[src/hw/idiv_params.svh]
`ifndef IDIV_PARAMS_SVH
`define IDIV_PARAMS_SVH

// operand width of the divider
`define IDIV_WIDTH 32

// holds an iteration count or a shift amount from 0 to IDIV_WIDTH
`define IDIV_CNT_W 6

`endif

[src/hw/idiv_pkg.sv]
`include "idiv_params.svh"

package idiv_pkg;

    typedef struct packed {
        logic [`IDIV_WIDTH-1:0] dividend;
        logic [`IDIV_WIDTH-1:0] divisor;
        logic                   signed_div;
    } idiv_req_t;

    typedef struct packed {
        logic [`IDIV_WIDTH-1:0] quotient;
        logic [`IDIV_WIDTH-1:0] remainder;
    } idiv_resp_t;

    // datapath controls, valid for the current cycle only
    typedef struct packed {
        logic [1:0]             opa_sel;
        logic                   opa_ld;
        logic                   opa_inv;
        logic                   opa_clr_n;
        logic [2:0]             opb_sel;
        logic                   opb_ld;
        logic                   opb_inv;
        logic                   opb_clr_n;
        logic [2:0]             opc_sel;
        logic                   opc_ld;
        logic                   latch_signed;
        logic                   adder_cin;
        logic [`IDIV_CNT_W-1:0] shift_val;
    } idiv_ctrl_t;

    typedef struct packed {
        logic zero_divisor;
        logic signed_div_r;
        logic adder_neg;
        logic opa_neg;
        logic opc_neg;
    } idiv_status_t;

    typedef enum logic [3:0] {
        wait_s, neg0_s, neg1_s, shift_s, calc_s, repair_s, remain_s, quot_s, done_s
    } idiv_state_e;

endpackage

[src/hw/idiv_controller.sv]
`timescale 1ns/1ps
`include "idiv_params.svh"

module idiv_controller (
    input  logic                   clk_i,
    input  logic                   reset_i,
    input  logic                   v_i,
    output logic                   ready_o,
    input  idiv_pkg::idiv_status_t status_i,
    input  logic [`IDIV_CNT_W-1:0] div_shift_i,
    output idiv_pkg::idiv_ctrl_t   ctrl_o,
    output logic                   v_o,
    input  logic                   yumi_i
);

    import idiv_pkg::*;

    localparam logic [`IDIV_CNT_W-1:0] FULL_CNT = `IDIV_CNT_W'(`IDIV_WIDTH);

    idiv_state_e state_q;
    idiv_state_e state_d;

    logic                   q_neg_q;
    logic                   r_neg_q;
    logic                   neg_ld;
    logic                   add_neg_last_q;
    logic [`IDIV_CNT_W-1:0] calc_cnt_q;
    logic [`IDIV_CNT_W-1:0] calc_cyc_q;
    logic                   full_run;
    logic                   calc_done;

    // signed and zero-divisor requests skip the early shift
    assign full_run  = status_i.signed_div_r | status_i.zero_divisor;
    assign calc_done = (calc_cnt_q == calc_cyc_q);

    always_ff @(posedge clk_i) begin
        if (reset_i) begin
            state_q        <= wait_s;
            calc_cnt_q     <= '0;
            calc_cyc_q     <= '0;
            q_neg_q        <= 1'b0;
            r_neg_q        <= 1'b0;
            add_neg_last_q <= 1'b0;
        end else begin
            state_q        <= state_d;
            add_neg_last_q <= status_i.adder_neg;
            if (neg_ld) begin
                // quotient negative when operand signs differ
                q_neg_q <= (status_i.opa_neg ^ status_i.opc_neg) & status_i.signed_div_r;
                // remainder follows the dividend
                r_neg_q <= status_i.opc_neg & status_i.signed_div_r;
            end
            // count is latched before C starts shifting
            if (state_q == shift_s) begin
                calc_cyc_q <= full_run ? FULL_CNT : div_shift_i;
            end
            if (state_q == calc_s) begin
                calc_cnt_q <= calc_done ? '0 : calc_cnt_q + 1'b1;
            end
        end
    end

    // ====================
    // next state and controls
    // ====================

    always_comb begin
        ctrl_o              = '0;
        ctrl_o.opa_sel      = 2'b01;
        ctrl_o.opa_clr_n    = 1'b1;
        ctrl_o.opb_sel      = 3'b010;
        ctrl_o.opb_clr_n    = 1'b1;
        ctrl_o.opc_sel      = 3'b001;
        // subtract after a non-negative step, add after a negative one
        ctrl_o.opa_inv      = ~add_neg_last_q;
        ctrl_o.adder_cin    = ~add_neg_last_q;
        neg_ld              = 1'b0;
        state_d             = state_q;

        unique case (state_q)
            wait_s: begin
                if (v_i) begin
                    ctrl_o.opa_sel      = 2'b10;
                    ctrl_o.opa_ld       = 1'b1;
                    ctrl_o.opc_sel      = 3'b100;
                    ctrl_o.opc_ld       = 1'b1;
                    ctrl_o.latch_signed = 1'b1;
                    state_d             = neg0_s;
                end
            end
            neg0_s: begin
                // A <= -A when the divisor is negative
                ctrl_o.opa_inv   = 1'b1;
                ctrl_o.opb_clr_n = 1'b0;
                ctrl_o.adder_cin = 1'b1;
                ctrl_o.opa_ld    = status_i.opa_neg & status_i.signed_div_r;
                neg_ld           = 1'b1;
                state_d = (status_i.opc_neg & status_i.signed_div_r) ? neg1_s : shift_s;
            end
            neg1_s: begin
                // C <= -C
                ctrl_o.opa_clr_n = 1'b0;
                ctrl_o.opb_inv   = 1'b1;
                ctrl_o.adder_cin = 1'b1;
                ctrl_o.opc_sel   = 3'b010;
                ctrl_o.opc_ld    = 1'b1;
                state_d          = shift_s;
            end
            shift_s: begin
                ctrl_o.opb_sel   = 3'b100;
                ctrl_o.opb_ld    = 1'b1;
                ctrl_o.opc_sel   = 3'b000;
                ctrl_o.opc_ld    = 1'b1;
                ctrl_o.shift_val = full_run ? '0 : FULL_CNT - div_shift_i;
                state_d          = calc_s;
            end
            calc_s: begin
                ctrl_o.opb_sel = 3'b001;
                ctrl_o.opb_ld  = 1'b1;
                ctrl_o.opc_ld  = 1'b1;
                // first step always subtracts
                if (calc_cnt_q == '0) begin
                    ctrl_o.opa_inv   = 1'b1;
                    ctrl_o.adder_cin = 1'b1;
                end
                if (calc_done) begin
                    state_d = status_i.adder_neg ? repair_s : remain_s;
                end
            end
            repair_s: begin
                ctrl_o.opa_inv   = 1'b0;
                ctrl_o.adder_cin = 1'b0;
                ctrl_o.opb_ld    = 1'b1;
                state_d          = remain_s;
            end
            remain_s: begin
                ctrl_o.opa_clr_n = 1'b0;
                ctrl_o.opb_inv   = r_neg_q;
                ctrl_o.adder_cin = r_neg_q;
                ctrl_o.opb_ld    = 1'b1;
                state_d = (status_i.zero_divisor | ~q_neg_q) ? done_s : quot_s;
            end
            quot_s: begin
                ctrl_o.opa_clr_n = 1'b0;
                ctrl_o.opb_inv   = 1'b1;
                ctrl_o.adder_cin = 1'b1;
                ctrl_o.opc_sel   = 3'b010;
                ctrl_o.opc_ld    = 1'b1;
                state_d          = done_s;
            end
            done_s: begin
                if (yumi_i) begin
                    state_d = wait_s;
                end
            end
            default: begin
                state_d = wait_s;
            end
        endcase
    end

    assign ready_o = (state_q == wait_s);
    assign v_o     = (state_q == done_s);

    a_yumi_needs_v: assert property (@(posedge clk_i) disable iff (reset_i) yumi_i |-> v_o);
    a_cnt_range: assert property (
        @(posedge clk_i) disable iff (reset_i) (calc_cnt_q <= FULL_CNT) && (calc_cyc_q <= FULL_CNT)
    );

endmodule

[src/hw/idiv_datapath.sv]
`timescale 1ns/1ps
`include "idiv_params.svh"

module idiv_datapath (
    input  logic                   clk_i,
    input  idiv_pkg::idiv_req_t    req_i,
    input  idiv_pkg::idiv_ctrl_t   ctrl_i,
    output idiv_pkg::idiv_status_t status_o,
    output logic [`IDIV_WIDTH-1:0] opc_o,
    output idiv_pkg::idiv_resp_t   resp_o
);

    localparam int W = `IDIV_WIDTH;

    // one extra bit on every operand for the sign
    logic [W:0] opa_q;
    logic [W:0] opb_q;
    logic [W:0] opc_q;
    logic       signed_div_q;

    logic [W:0] opa_d;
    logic [W:0] opb_d;
    logic [W:0] opc_d;

    logic [W:0] divisor_ext;
    logic [W:0] dividend_ext;
    logic [W:0] b_shl;
    logic [W:0] b_opnd;
    logic [W:0] adder_a;
    logic [W:0] adder_b;
    logic [W:0] add_out;
    logic       quot_bit;

    // sign extension only for signed requests
    assign divisor_ext  = {req_i.signed_div & req_i.divisor[W-1], req_i.divisor};
    assign dividend_ext = {req_i.signed_div & req_i.dividend[W-1], req_i.dividend};

    // ====================
    // adder
    // ====================

    // partial remainder shifted left with the next dividend bit from C
    assign b_shl = {opb_q[W-1:0], opc_q[W]};

    // C goes through the adder whenever C reloads from it (negation steps)
    always_comb begin
        if (ctrl_i.opc_sel == 3'b010) begin
            b_opnd = opc_q;
        end else if (ctrl_i.opb_sel[0]) begin
            b_opnd = b_shl;
        end else begin
            b_opnd = opb_q;
        end
    end

    assign adder_a = (opa_q ^ {(W+1){ctrl_i.opa_inv}}) & {(W+1){ctrl_i.opa_clr_n}};
    assign adder_b = (b_opnd ^ {(W+1){ctrl_i.opb_inv}}) & {(W+1){ctrl_i.opb_clr_n}};
    assign add_out = adder_a + adder_b + {{W{1'b0}}, ctrl_i.adder_cin};

    // non-negative partial remainder means a one in the quotient
    assign quot_bit = ~add_out[W];

    // ====================
    // operand muxes
    // ====================

    always_comb begin
        unique case (ctrl_i.opa_sel)
            2'b10:   opa_d = divisor_ext;
            default: opa_d = add_out;
        endcase
    end

    // 100 clears B for alignment, otherwise B takes the adder result
    assign opb_d = ctrl_i.opb_sel[2] ? '0 : add_out;

    always_comb begin
        case (ctrl_i.opc_sel)
            3'b100:  opc_d = dividend_ext;
            3'b010:  opc_d = add_out;
            3'b001:  opc_d = {opc_q[W-1:0], quot_bit};
            // align the dividend so its top significant bit sits below the sign
            default: opc_d = opc_q << ctrl_i.shift_val;
        endcase
    end

    always_ff @(posedge clk_i) begin
        if (ctrl_i.opa_ld) begin
            opa_q <= opa_d;
        end
        if (ctrl_i.opb_ld) begin
            opb_q <= opb_d;
        end
        if (ctrl_i.opc_ld) begin
            opc_q <= opc_d;
        end
        if (ctrl_i.latch_signed) begin
            signed_div_q <= req_i.signed_div;
        end
    end

    // ====================
    // flags and results
    // ====================

    assign status_o.zero_divisor = (opa_q == '0);
    assign status_o.signed_div_r = signed_div_q;
    assign status_o.adder_neg    = add_out[W];
    assign status_o.opa_neg      = opa_q[W];
    assign status_o.opc_neg      = opc_q[W];

    assign opc_o = opc_q[W-1:0];

    // quotient ends in C, remainder in B
    assign resp_o.quotient  = opc_q[W-1:0];
    assign resp_o.remainder = opb_q[W-1:0];

    // a cleared operand is only fed to the adder, never written back over itself
    a_no_ld_clr_a: assert property (@(posedge clk_i) ctrl_i.opa_ld |-> ctrl_i.opa_clr_n);
    a_no_ld_clr_b: assert property (@(posedge clk_i) ctrl_i.opb_ld |-> ctrl_i.opb_clr_n);

endmodule

[src/hw/idiv_shift_calc.sv]
`timescale 1ns/1ps
`include "idiv_params.svh"

module idiv_shift_calc (
    input  logic [`IDIV_WIDTH-1:0] opc_i,
    output logic [`IDIV_CNT_W-1:0] div_shift_o
);

    // ====================
    // significant bit count
    // ====================

    // the highest set bit wins, so scan upward and let later hits override
    logic [`IDIV_CNT_W-1:0] sig_bits;

    always_comb begin
        sig_bits = '0;
        for (int i = 0; i < `IDIV_WIDTH; i++) begin
            if (opc_i[i]) begin
                sig_bits = `IDIV_CNT_W'(i + 1);
            end
        end
    end

    // zero dividend gives zero, full-width dividend gives IDIV_WIDTH
    assign div_shift_o = sig_bits;

endmodule

[src/hw/idiv_top.sv]
`timescale 1ns/1ps
`include "idiv_params.svh"

module idiv_top (
    input  logic                 clk_i,
    input  logic                 reset_i,
    input  logic                 v_i,
    input  idiv_pkg::idiv_req_t  req_i,
    output logic                 ready_o,
    output logic                 v_o,
    output idiv_pkg::idiv_resp_t resp_o,
    input  logic                 yumi_i
);

    import idiv_pkg::*;

    idiv_ctrl_t             ctrl;
    idiv_status_t           status;
    logic [`IDIV_WIDTH-1:0] opc_q;
    logic [`IDIV_CNT_W-1:0] div_shift;

    idiv_controller i_ctrl (
        .clk_i       (clk_i),
        .reset_i     (reset_i),
        .v_i         (v_i),
        .ready_o     (ready_o),
        .status_i    (status),
        .div_shift_i (div_shift),
        .ctrl_o      (ctrl),
        .v_o         (v_o),
        .yumi_i      (yumi_i)
    );

    idiv_datapath i_dp (
        .clk_i    (clk_i),
        .req_i    (req_i),
        .ctrl_i   (ctrl),
        .status_o (status),
        .opc_o    (opc_q),
        .resp_o   (resp_o)
    );

    idiv_shift_calc i_shift (
        .opc_i       (opc_q),
        .div_shift_o (div_shift)
    );

endmodule

[config.mk]
export PLATFORM = sky130hd
export DESIGN_NAME = idiv_top
export DESIGN_NICKNAME = d
export VERILOG_FILES = /design/src/hw/idiv_pkg.sv /design/src/hw/idiv_controller.sv /design/src/hw/idiv_datapath.sv /design/src/hw/idiv_shift_calc.sv /design/src/hw/idiv_top.sv
export VERILOG_INCLUDE_DIRS = /design/src /design/src/hw
export SDC_FILE = /design/constraint.sdc
export NUM_CORES = 1
export LEC_CHECK = 0
export BUFFER_PORTS_ARGS = -buffer_cell sky130_fd_sc_hd__buf_2
export CAP_MARGIN = 25
export CORE_AREA = 2 2 166 289
export CTS_BUF_LIST = sky130_fd_sc_hd__clkbuf_8 sky130_fd_sc_hd__clkbuf_16
export DETAILED_ROUTE_END_ITERATION = 6
export DIE_AREA = 0 0 168 291
export PLACE_DENSITY_LB_ADDON = 0.08
export SLEW_MARGIN = 15
export SYNTH_ARGS = -nofsm -noshare
export SYNTH_HDL_FRONTEND = slang
export SYNTH_HIERARCHICAL = 1
export SYNTH_SLANG_ARGS = --single-unit
[constraint.sdc]
create_clock -name clk_i -period 6.95 [get_ports clk_i]
set_input_delay 1.0425 -clock clk_i [delete_from_list [all_inputs] [get_ports clk_i]]
set_output_delay 1.0425 -clock clk_i [all_outputs]
set_load 0.005 [all_outputs]
==> run summary, run 1 <==
======================================================================================================
HPWL Detailed                                                                             39,500 microns
RSZ-0062 raised after global routing                                                                no
Final Hold Vio Count                                                                                 0
Net count after synthesis                                                                        1,483
Overall track demand over capacity in global routing                                             20.4%
Count of unresolved DRC violations after routing                                                     0
Clock transition at the register clock pins on the worst setup and hold paths after CTS        0.06 ns
Cell class contributing the biggest share of worst-path delay                             compound AO/OA/AOI/OAI gates
Most common cell after layout, fill and taps aside                                              nor2_1
Most frequent cells in the layout                                                         nor2_1 (143), buf_2 (134), nand2_1 (110)
Relative max-transition margin                                                                   31.5%
Horizontal die dimension                                                                   168 microns
Count of buffers inserted at the top-level ports                                                   134
Number of iterations in the first detailed-routing pass                                              5
Critical path class                                                                       flop to flop
Std cell rows                                                                                      105
Total wirelength of the detailed-routed design                                            49,800 microns
Vias/cell                                                                                         5.18
Avg Synthesized Cell Area                                                                   8.35 sq um
Clock Sinks                                                                                        119
Number of placed I/O pins                                                                          135
Signal arrival time at the worst endpoint                                                      6.35 ns
Number of clock buffers inserted by TritonCTS                                                       17
Worst-case clock buffer depth                                                                        2
DP Cell Count                                                                                    1,978
Initial standard-cell utilization of the core                                                    24.7%
Nature of the critical path startpoint                                                            flop
Filler instances                                                                                 5,061
Area of the core                                                                          46,600 sq um
1st-iter DRT viols                                                                                 823
Final Max Slew Viols                                                                                 0
TritonCTS clock tree                                                                              done
Fin cells                                                                                        2,012
MaxCap Viol Count                                                                                    0
Setup Total Neg Slack                                                                             0 ns
PostCTS Resize Cnt                                                                                   0
Gpl congestion                                                                                   0.883
Critical path required time                                                                    7.29 ns
Die Ht                                                                                     291 microns
Worst Setup End Kind                                                                              flop
Buffering stage count on the worst path with inverters included                                      1
Wire length of the first global-routing pass                                              73,100 microns
Antenna violations before repair                                                                     0
Biggest cell delay along the critical path                                                     0.72 ns
Nets@finish                                                                                      1,515
Minimum clock period                                                                           6.01 ns
Signed area change from the synthesized netlist to the final layout                              13.1%
Worst clock skew on the final layout                                                         0.0144 ns
Fraction of final layout cells sized beyond drive strength 1                                     18.2%
Root Buffer                                                                                  clkbuf_16
Maximum operating frequency                                                                  0.166 GHz
Max Fanout on Critical Path                                                                         51
Number of global-route vias before repair                                                        10.6k
Routed vias                                                                                      10.4k
Antenna-violating nets left                                                                          0
Post-synthesis instance area                                                              11,500 sq um
Floorplan die area                                                                        48,900 sq um
Slowest cell on the critical path                                                              xnor2_1
Status                                                                                    complete, no violations
Warnings from Yosys                                                                                  6
Worst slack on hold paths                                                                     0.469 ns
Largest net degree at the start of global routing                                                   52
Critical Path, Cell by Cell                                                               nor2b_1, or3_1, nor3b_2, buf_4, nor2_1, a21oi_1, xnor2_1, and2_1, fa_1, a211oi_1, or3_1, a31o_1, a31oi_4, a211oi_1, o21ai_1, xnor2_1, nor2_1, o21ai_0, o211ai_1, o211a_1
Tightest Pin Transition                                                                        1.02 ns
Post-CTS Hold Buffers                                                                                0
Synthesized netlist cell count                                                                   1,378
Total setup violations reported at the end of the flow                                               0
Clk_lat worst skew                                                                             0.44 ns
Final period util                                                                                86.5%
H-tree levels                                                                                        4
Hold crit path type                                                                       flop to flop
Count of buffers added by post-CTS timing repair for setup                                           0
Final routed wire length divided by cell count                                            24.7 microns
Sum of overflow across all layers after global routing                                               0
======================================================================================================
[worst paths after layout]
check / startpoint / end / slack (ns) / cells past startpoint
min: i_ctrl/q_neg_q / i_ctrl/q_neg_q / 0.47 / 2
min reg2reg: i_ctrl/q_neg_q / i_ctrl/q_neg_q / 0.47 / 2
max reg2reg: i_ctrl/state_q[0] / i_ctrl/state_q[1] / 0.94 / 20
max: i_ctrl/state_q[0] / i_ctrl/state_q[1] / 0.94 / 20
[routing by layer]
metal / track usage [%] / vias to the layer above / share of wire, %
met5: 0 / - / 0
met4: 8.93 / 0 / 4.0
met3: 2.69 / 71 / 3.7
met2: 37.3 / 322 / 53
met1: 23.5 / 5027 / 39
li1: - / 5001 / -
[layout make-up]
cell class | count | area, sq um | share of cell area [%]
Antenna cell | 1 | 2.50 | 0.0192
Inverter | 40 | 150 | 1.15
Clock buffer | 23 | 542 | 4.16
Multi-Input combinational cell | 1055 | 7160 | 55.0
Tap cell | 588 | 736 | 5.65
Timing Repair Buffer | 177 | 1000 | 7.69
Clock inverter | 9 | 43.8 | 0.336
Sequential cell | 119 | 3380 | 26.0
[sequential cells by signal (all words and copies together), names as in the netlist, named ones only]
signal                 count
i_dp/opa_q                33
i_dp/opb_q                33
i_dp/opc_q                32
i_ctrl/calc_cnt_q          6
i_ctrl/calc_cyc_q          6
i_ctrl/state_q             4
i_ctrl/add_neg_last_q      1
i_ctrl/q_neg_q             1
i_ctrl/r_neg_q             1
i_dp/signed_div_q          1
[through the flow]
step	util, %	cell area [sq um]	setup WS (ns)
after floorplan	-	11500	1.51
after global placement	26.6	12400	0.574
after detailed placement	26.6	12400	0.499
after CTS	27.9	13000	0.917
after global routing	27.9	13000	0.413
final	27.9	13000	0.941
[worst min-delay path, delay by kind of cell, from the launching register on]
family           cells  cell delay, ns
flip-flops           1            0.32
AND/OR/NAND/NOR      1            0.06
AO/OA/AOI/OAI        1            0.05
Power of run 1 is not shown: default switching activity piles up to over one toggle a cycle in this logic, so the estimate is an artifact.
==> run 2, diff against run 1 <==
CORE_AREA = 2 2 199 241   (was 2 2 166 289)
DIE_AREA = 0 0 201 243   (was 0 0 168 291)
==> run summary, run 2 (synthesized netlist as in run 1, its figures left out) <==
======================================================================================================
Register Area                                                                               3380 sq um
Overall track demand over capacity in global routing                                             19.7%
Sum of overflow across all layers after global routing                                               0
Maximum operating frequency                                                                  0.165 GHz
Post-CTS Hold Buffers                                                                                0
Wire length of the first global-routing pass                                              71,200 microns
Clock transition at the register clock pins on the worst setup and hold paths after CTS        0.06 ns
Most common cell after layout, fill and taps aside                                              nor2_1
Area of the core                                                                          46,500 sq um
Gpl congestion                                                                                   0.879
RSZ-0062 raised after global routing                                                                no
Number of clock buffers inserted by TritonCTS                                                       17
Setup Total Neg Slack                                                                             0 ns
Final Hold Vio Count                                                                                 0
Critical path class                                                                       flop to flop
Minimum clock period                                                                           6.06 ns
Nature of the critical path startpoint                                                            flop
Final period util                                                                                87.1%
Die Ht                                                                                     243 microns
Final Max Slew Viols                                                                                 0
Count of buffers added by post-CTS timing repair for setup                                           0
Number of iterations in the first detailed-routing pass                                              5
Signal arrival time at the worst endpoint                                                      6.40 ns
Worst Setup End Kind                                                                              flop
Worst-case clock buffer depth                                                                        2
H-tree levels                                                                                        4
Final routed wire length divided by cell count                                            23.8 microns
Worst clock skew on the final layout                                                        0.00958 ns
Status                                                                                    complete, no violations
Std cell rows                                                                                       87
Tightest Pin Transition                                                                       0.917 ns
Total setup violations reported at the end of the flow                                               0
Filler instances                                                                                 5,121
Hold crit path type                                                                       flop to flop
Routed vias                                                                                      10.4k
Area of combinational cells with multiple inputs                                            7160 sq um
Root Buffer                                                                                  clkbuf_16
Post-layout worst setup margin                                                                0.895 ns
Vias/cell                                                                                         5.12
Antenna violations before repair                                                                     0
1st-iter DRT viols                                                                                 789
Number of placed I/O pins                                                                          135
Dpl ws                                                                                        0.739 ns
Floorplan die area                                                                        48,800 sq um
Count of unresolved DRC violations after routing                                                     0
Nets@finish                                                                                      1,505
Count of buffers inserted at the top-level ports                                                   134
Relative max-transition margin                                                                   38.8%
Clock Sinks                                                                                        119
Antenna-violating nets left                                                                          0
Largest registers                                                                         i_dp/opa_q (33), i_dp/opb_q (33), i_dp/opc_q (32)
Signed area change from the synthesized netlist to the final layout                              12.6%
Total wirelength of the detailed-routed design                                            48,500 microns
TritonCTS clock tree                                                                              done
Fraction of final layout cells sized beyond drive strength 1                                     17.3%
Clk_lat worst skew                                                                             0.45 ns
HPWL Detailed                                                                             37,700 microns
Initial standard-cell utilization of the core                                                    24.8%
Most frequent cells in the layout                                                         nor2_1 (143), buf_2 (134), nand2_1 (110)
Number of global-route vias before repair                                                        10.4k
Largest net degree at the start of global routing                                                   58
Critical path required time                                                                    7.29 ns
Antenna diode count                                                                                  0
Flop-to-flop setup slack                                                                       0.89 ns
PostCTS Resize Cnt                                                                                   0
Max Fanout on Critical Path                                                                         32
MaxCap Viol Count                                                                                    0
Horizontal die dimension                                                                   201 microns
======================================================================================================
[run 2: area by class of cell]
class	count	share of cell area, %
clock buffers	17	3.28
clock inverters	15	1.10
inverters	40	1.16
multi-input cells	1055	55.3
flip-flops and latches	119	26.1
well taps	623	6.01
repair buffers	167	7.09
[run 2: metal layers]
layer / share of wire [%] / GRT usage (%)
met4: 2.6 / 6.84
met1: 46 / 25.7
met2: 48 / 33.5
met5: 0 / 0
met3: 3.2 / 2.35
[run 2: final timing paths]
check,startpoint,to,depth (start not counted)
setup / recovery,i_ctrl/state_q[2],i_ctrl/state_q[1],20
hold / removal,i_ctrl/r_neg_q,i_ctrl/r_neg_q,2
setup reg to reg,i_ctrl/state_q[2],i_ctrl/state_q[1],20
hold reg to reg,i_ctrl/r_neg_q,i_ctrl/r_neg_q,2
[run 2: worst max-delay path, stage by stage, from the launching register on]
cell      delay [ns]
dfxtp_1         0.71
and2b_1         0.22
nand2_1         0.12
inv_2           0.48
a21oi_1         0.23
o21ai_4         0.15
buf_4           0.48
xor2_1          0.19
and2_1          0.23
fa_1            0.43
a211oi_1        0.34
or3_1           0.19
a31o_1          0.24
a31oi_4         0.15
a211oi_1        0.43
o21ai_1         0.17
xnor2_1         0.64
nor2_1          0.07
o21ai_0         0.17
o211ai_1        0.11
o211a_1         0.14
[run 2: stage by stage]
step	std cells	utilization [%]	hold WS, ns	area (sq um)
after floorplan	1378	-	0.440	11500
after global placement	2004	26.7	0.465	12400
after detailed placement	2004	26.7	0.468	12400
after CTS	2036	27.9	0.475	13000
after global routing	2036	27.9	0.491	13000
final	2036	27.9	0.475	13000
Power of run 2 is left out for the same reason.
==> run 3, diff against run 2 <==
clock period = 7.8 ns   (was 6.95 ns; I/O delays follow)
==> run summary, run 3 (synthesized netlist as in run 1, its figures left out) <==
======================================================================================================
Number of clock buffers inserted by TritonCTS                                                       17
Nets@finish                                                                                      1,499
Antenna violations before repair                                                                     0
Critical path class                                                                       flop to flop
RSZ-0062 raised after global routing                                                                no
Status                                                                                    complete, no violations
Worst Setup End Kind                                                                              flop
Minimum clock period                                                                           6.32 ns
Setup Total Neg Slack                                                                             0 ns
Post-CTS Hold Buffers                                                                                0
Clock Sinks                                                                                        119
TritonCTS clock tree                                                                              done
Tightest Pin Transition                                                                       0.993 ns
Maximum operating frequency                                                                  0.158 GHz
Final Util                                                                                       27.9%
Worst-case clock buffer depth                                                                        2
Sum of overflow across all layers after global routing                                               0
Antenna diode count                                                                                  0
Total wirelength of the detailed-routed design                                            48,900 microns
Largest net degree at the start of global routing                                                   74
Count of buffers added by post-CTS timing repair for setup                                           0
Std cell rows                                                                                       87
Final routed wire length divided by cell count                                            24.1 microns
Area of the core                                                                          46,500 sq um
Root Buffer                                                                                  clkbuf_16
Worst clock skew on the final layout                                                        0.00598 ns
Count of unresolved DRC violations after routing                                                     0
Number of placed I/O pins                                                                          135
Final period util                                                                                81.1%
Overall track demand over capacity in global routing                                             19.9%
Most common cell after layout, fill and taps aside                                              nor2_1
Crit path launch                                                                          i_ctrl/state_q[1]
Max Fanout on Critical Path                                                                         73
HP Start                                                                                  i_ctrl/q_neg_q
Antenna-violating nets left                                                                          0
PostCTS Resize Cnt                                                                                   0
Horizontal die dimension                                                                   201 microns
Die Ht                                                                                     243 microns
Clock transition at the register clock pins on the worst setup and hold paths after CTS        0.06 ns
H-tree levels                                                                                        4
1st-iter DRT viols                                                                                 836
Source of the worst register-to-register timing path                                      i_ctrl/state_q[1]
Final Hold Vio Count                                                                                 0
Relative max-transition margin                                                                   33.5%
Clk_lat worst skew                                                                             0.45 ns
Initial standard-cell utilization of the core                                                    24.8%
Gpl congestion                                                                                   0.871
Most frequent cells in the layout                                                         nor2_1 (143), buf_2 (134), nand2_1 (110)
Fraction of final layout cells sized beyond drive strength 1                                     17.2%
Nature of the critical path startpoint                                                            flop
Total setup violations reported at the end of the flow                                               0
MaxCap Viol Count                                                                                    0
Signal arrival time at the worst endpoint                                                      6.66 ns
HPWL Detailed                                                                             37,800 microns
Number of iterations in the first detailed-routing pass                                              7
Routed vias                                                                                      10.4k
Vias/cell                                                                                         5.11
Number of global-route vias before repair                                                        10.4k
Signed area change from the synthesized netlist to the final layout                              12.6%
Largest registers                                                                         i_dp/opa_q (33), i_dp/opb_q (33), i_dp/opc_q (32)
Critical path required time                                                                    8.14 ns
Count of buffers inserted at the top-level ports                                                   134
Final Max Slew Viols                                                                                 0
Hold crit path type                                                                       flop to flop
Wire length of the first global-routing pass                                              71,500 microns
Floorplan die area                                                                        48,800 sq um
======================================================================================================
[run 3: through the flow]
| step | setup slack, ns | area [sq um] | instances | hold WS [ns] |
|---|---|---|---|---|
| after global placement | 1.45 | 12400 | 1997 | 0.466 |
| after detailed placement | 1.35 | 12400 | 1998 | 0.475 |
| after floorplan | 2.23 | 11500 | 1378 | 0.440 |
| final | 1.48 | 13000 | 2029 | 0.482 |
| after global routing | 0.930 | 13000 | 2029 | 0.549 |
| after CTS | 1.47 | 13000 | 2029 | 0.483 |
[run 3: metal layers]
metal / up-vias / global-route usage (%) / routed length (microns)
met5: - / 0 / 0
met4: 0 / 5.93 / 905
met3: 37 / 2.15 / 1460
met2: 243 / 34.3 / 24200
met1: 5129 / 26.0 / 22400
li1: 4962 / - / -
[run 3: path summary, 6_finish.rpt]
kind	endpoint	slack [ns]	cells after the start
hold / removal	i_ctrl/q_neg_q	0.48	2
setup reg to reg	i_ctrl/state_q[1]	1.48	22
hold reg to reg	i_ctrl/q_neg_q	0.48	2
setup / recovery	i_ctrl/state_q[1]	1.48	22
[run 3: critical path, cell delays in order, from the launching register on]
cell      delay (ns)
dfxtp_1         0.73
nor2b_1         0.27
nor3b_1         0.76
nor3b_2         0.38
buf_12          0.31
nor2_1          0.09
a21oi_1         0.16
xnor2_1         0.08
nand2_1         0.11
fa_1            0.21
inv_1           0.07
fa_1            0.47
a211oi_1        0.34
or3_1           0.18
a31o_1          0.22
a31oi_4         0.14
a211oi_1        0.37
o21ai_1         0.15
xnor2_1         0.65
nor2_1          0.07
o21ai_0         0.17
o211ai_1        0.11
o211a_1         0.13
[run 3: area by class of cell]
class	instances	area (sq um)
clock inverters	14	168
multi-input cells	1055	7170
well taps	623	779
flip-flops and latches	119	3380
repair buffers	161	886
inverters	40	150
clock buffers	17	425
fillers	5112	33500
Power of run 3 is left out for the same reason.
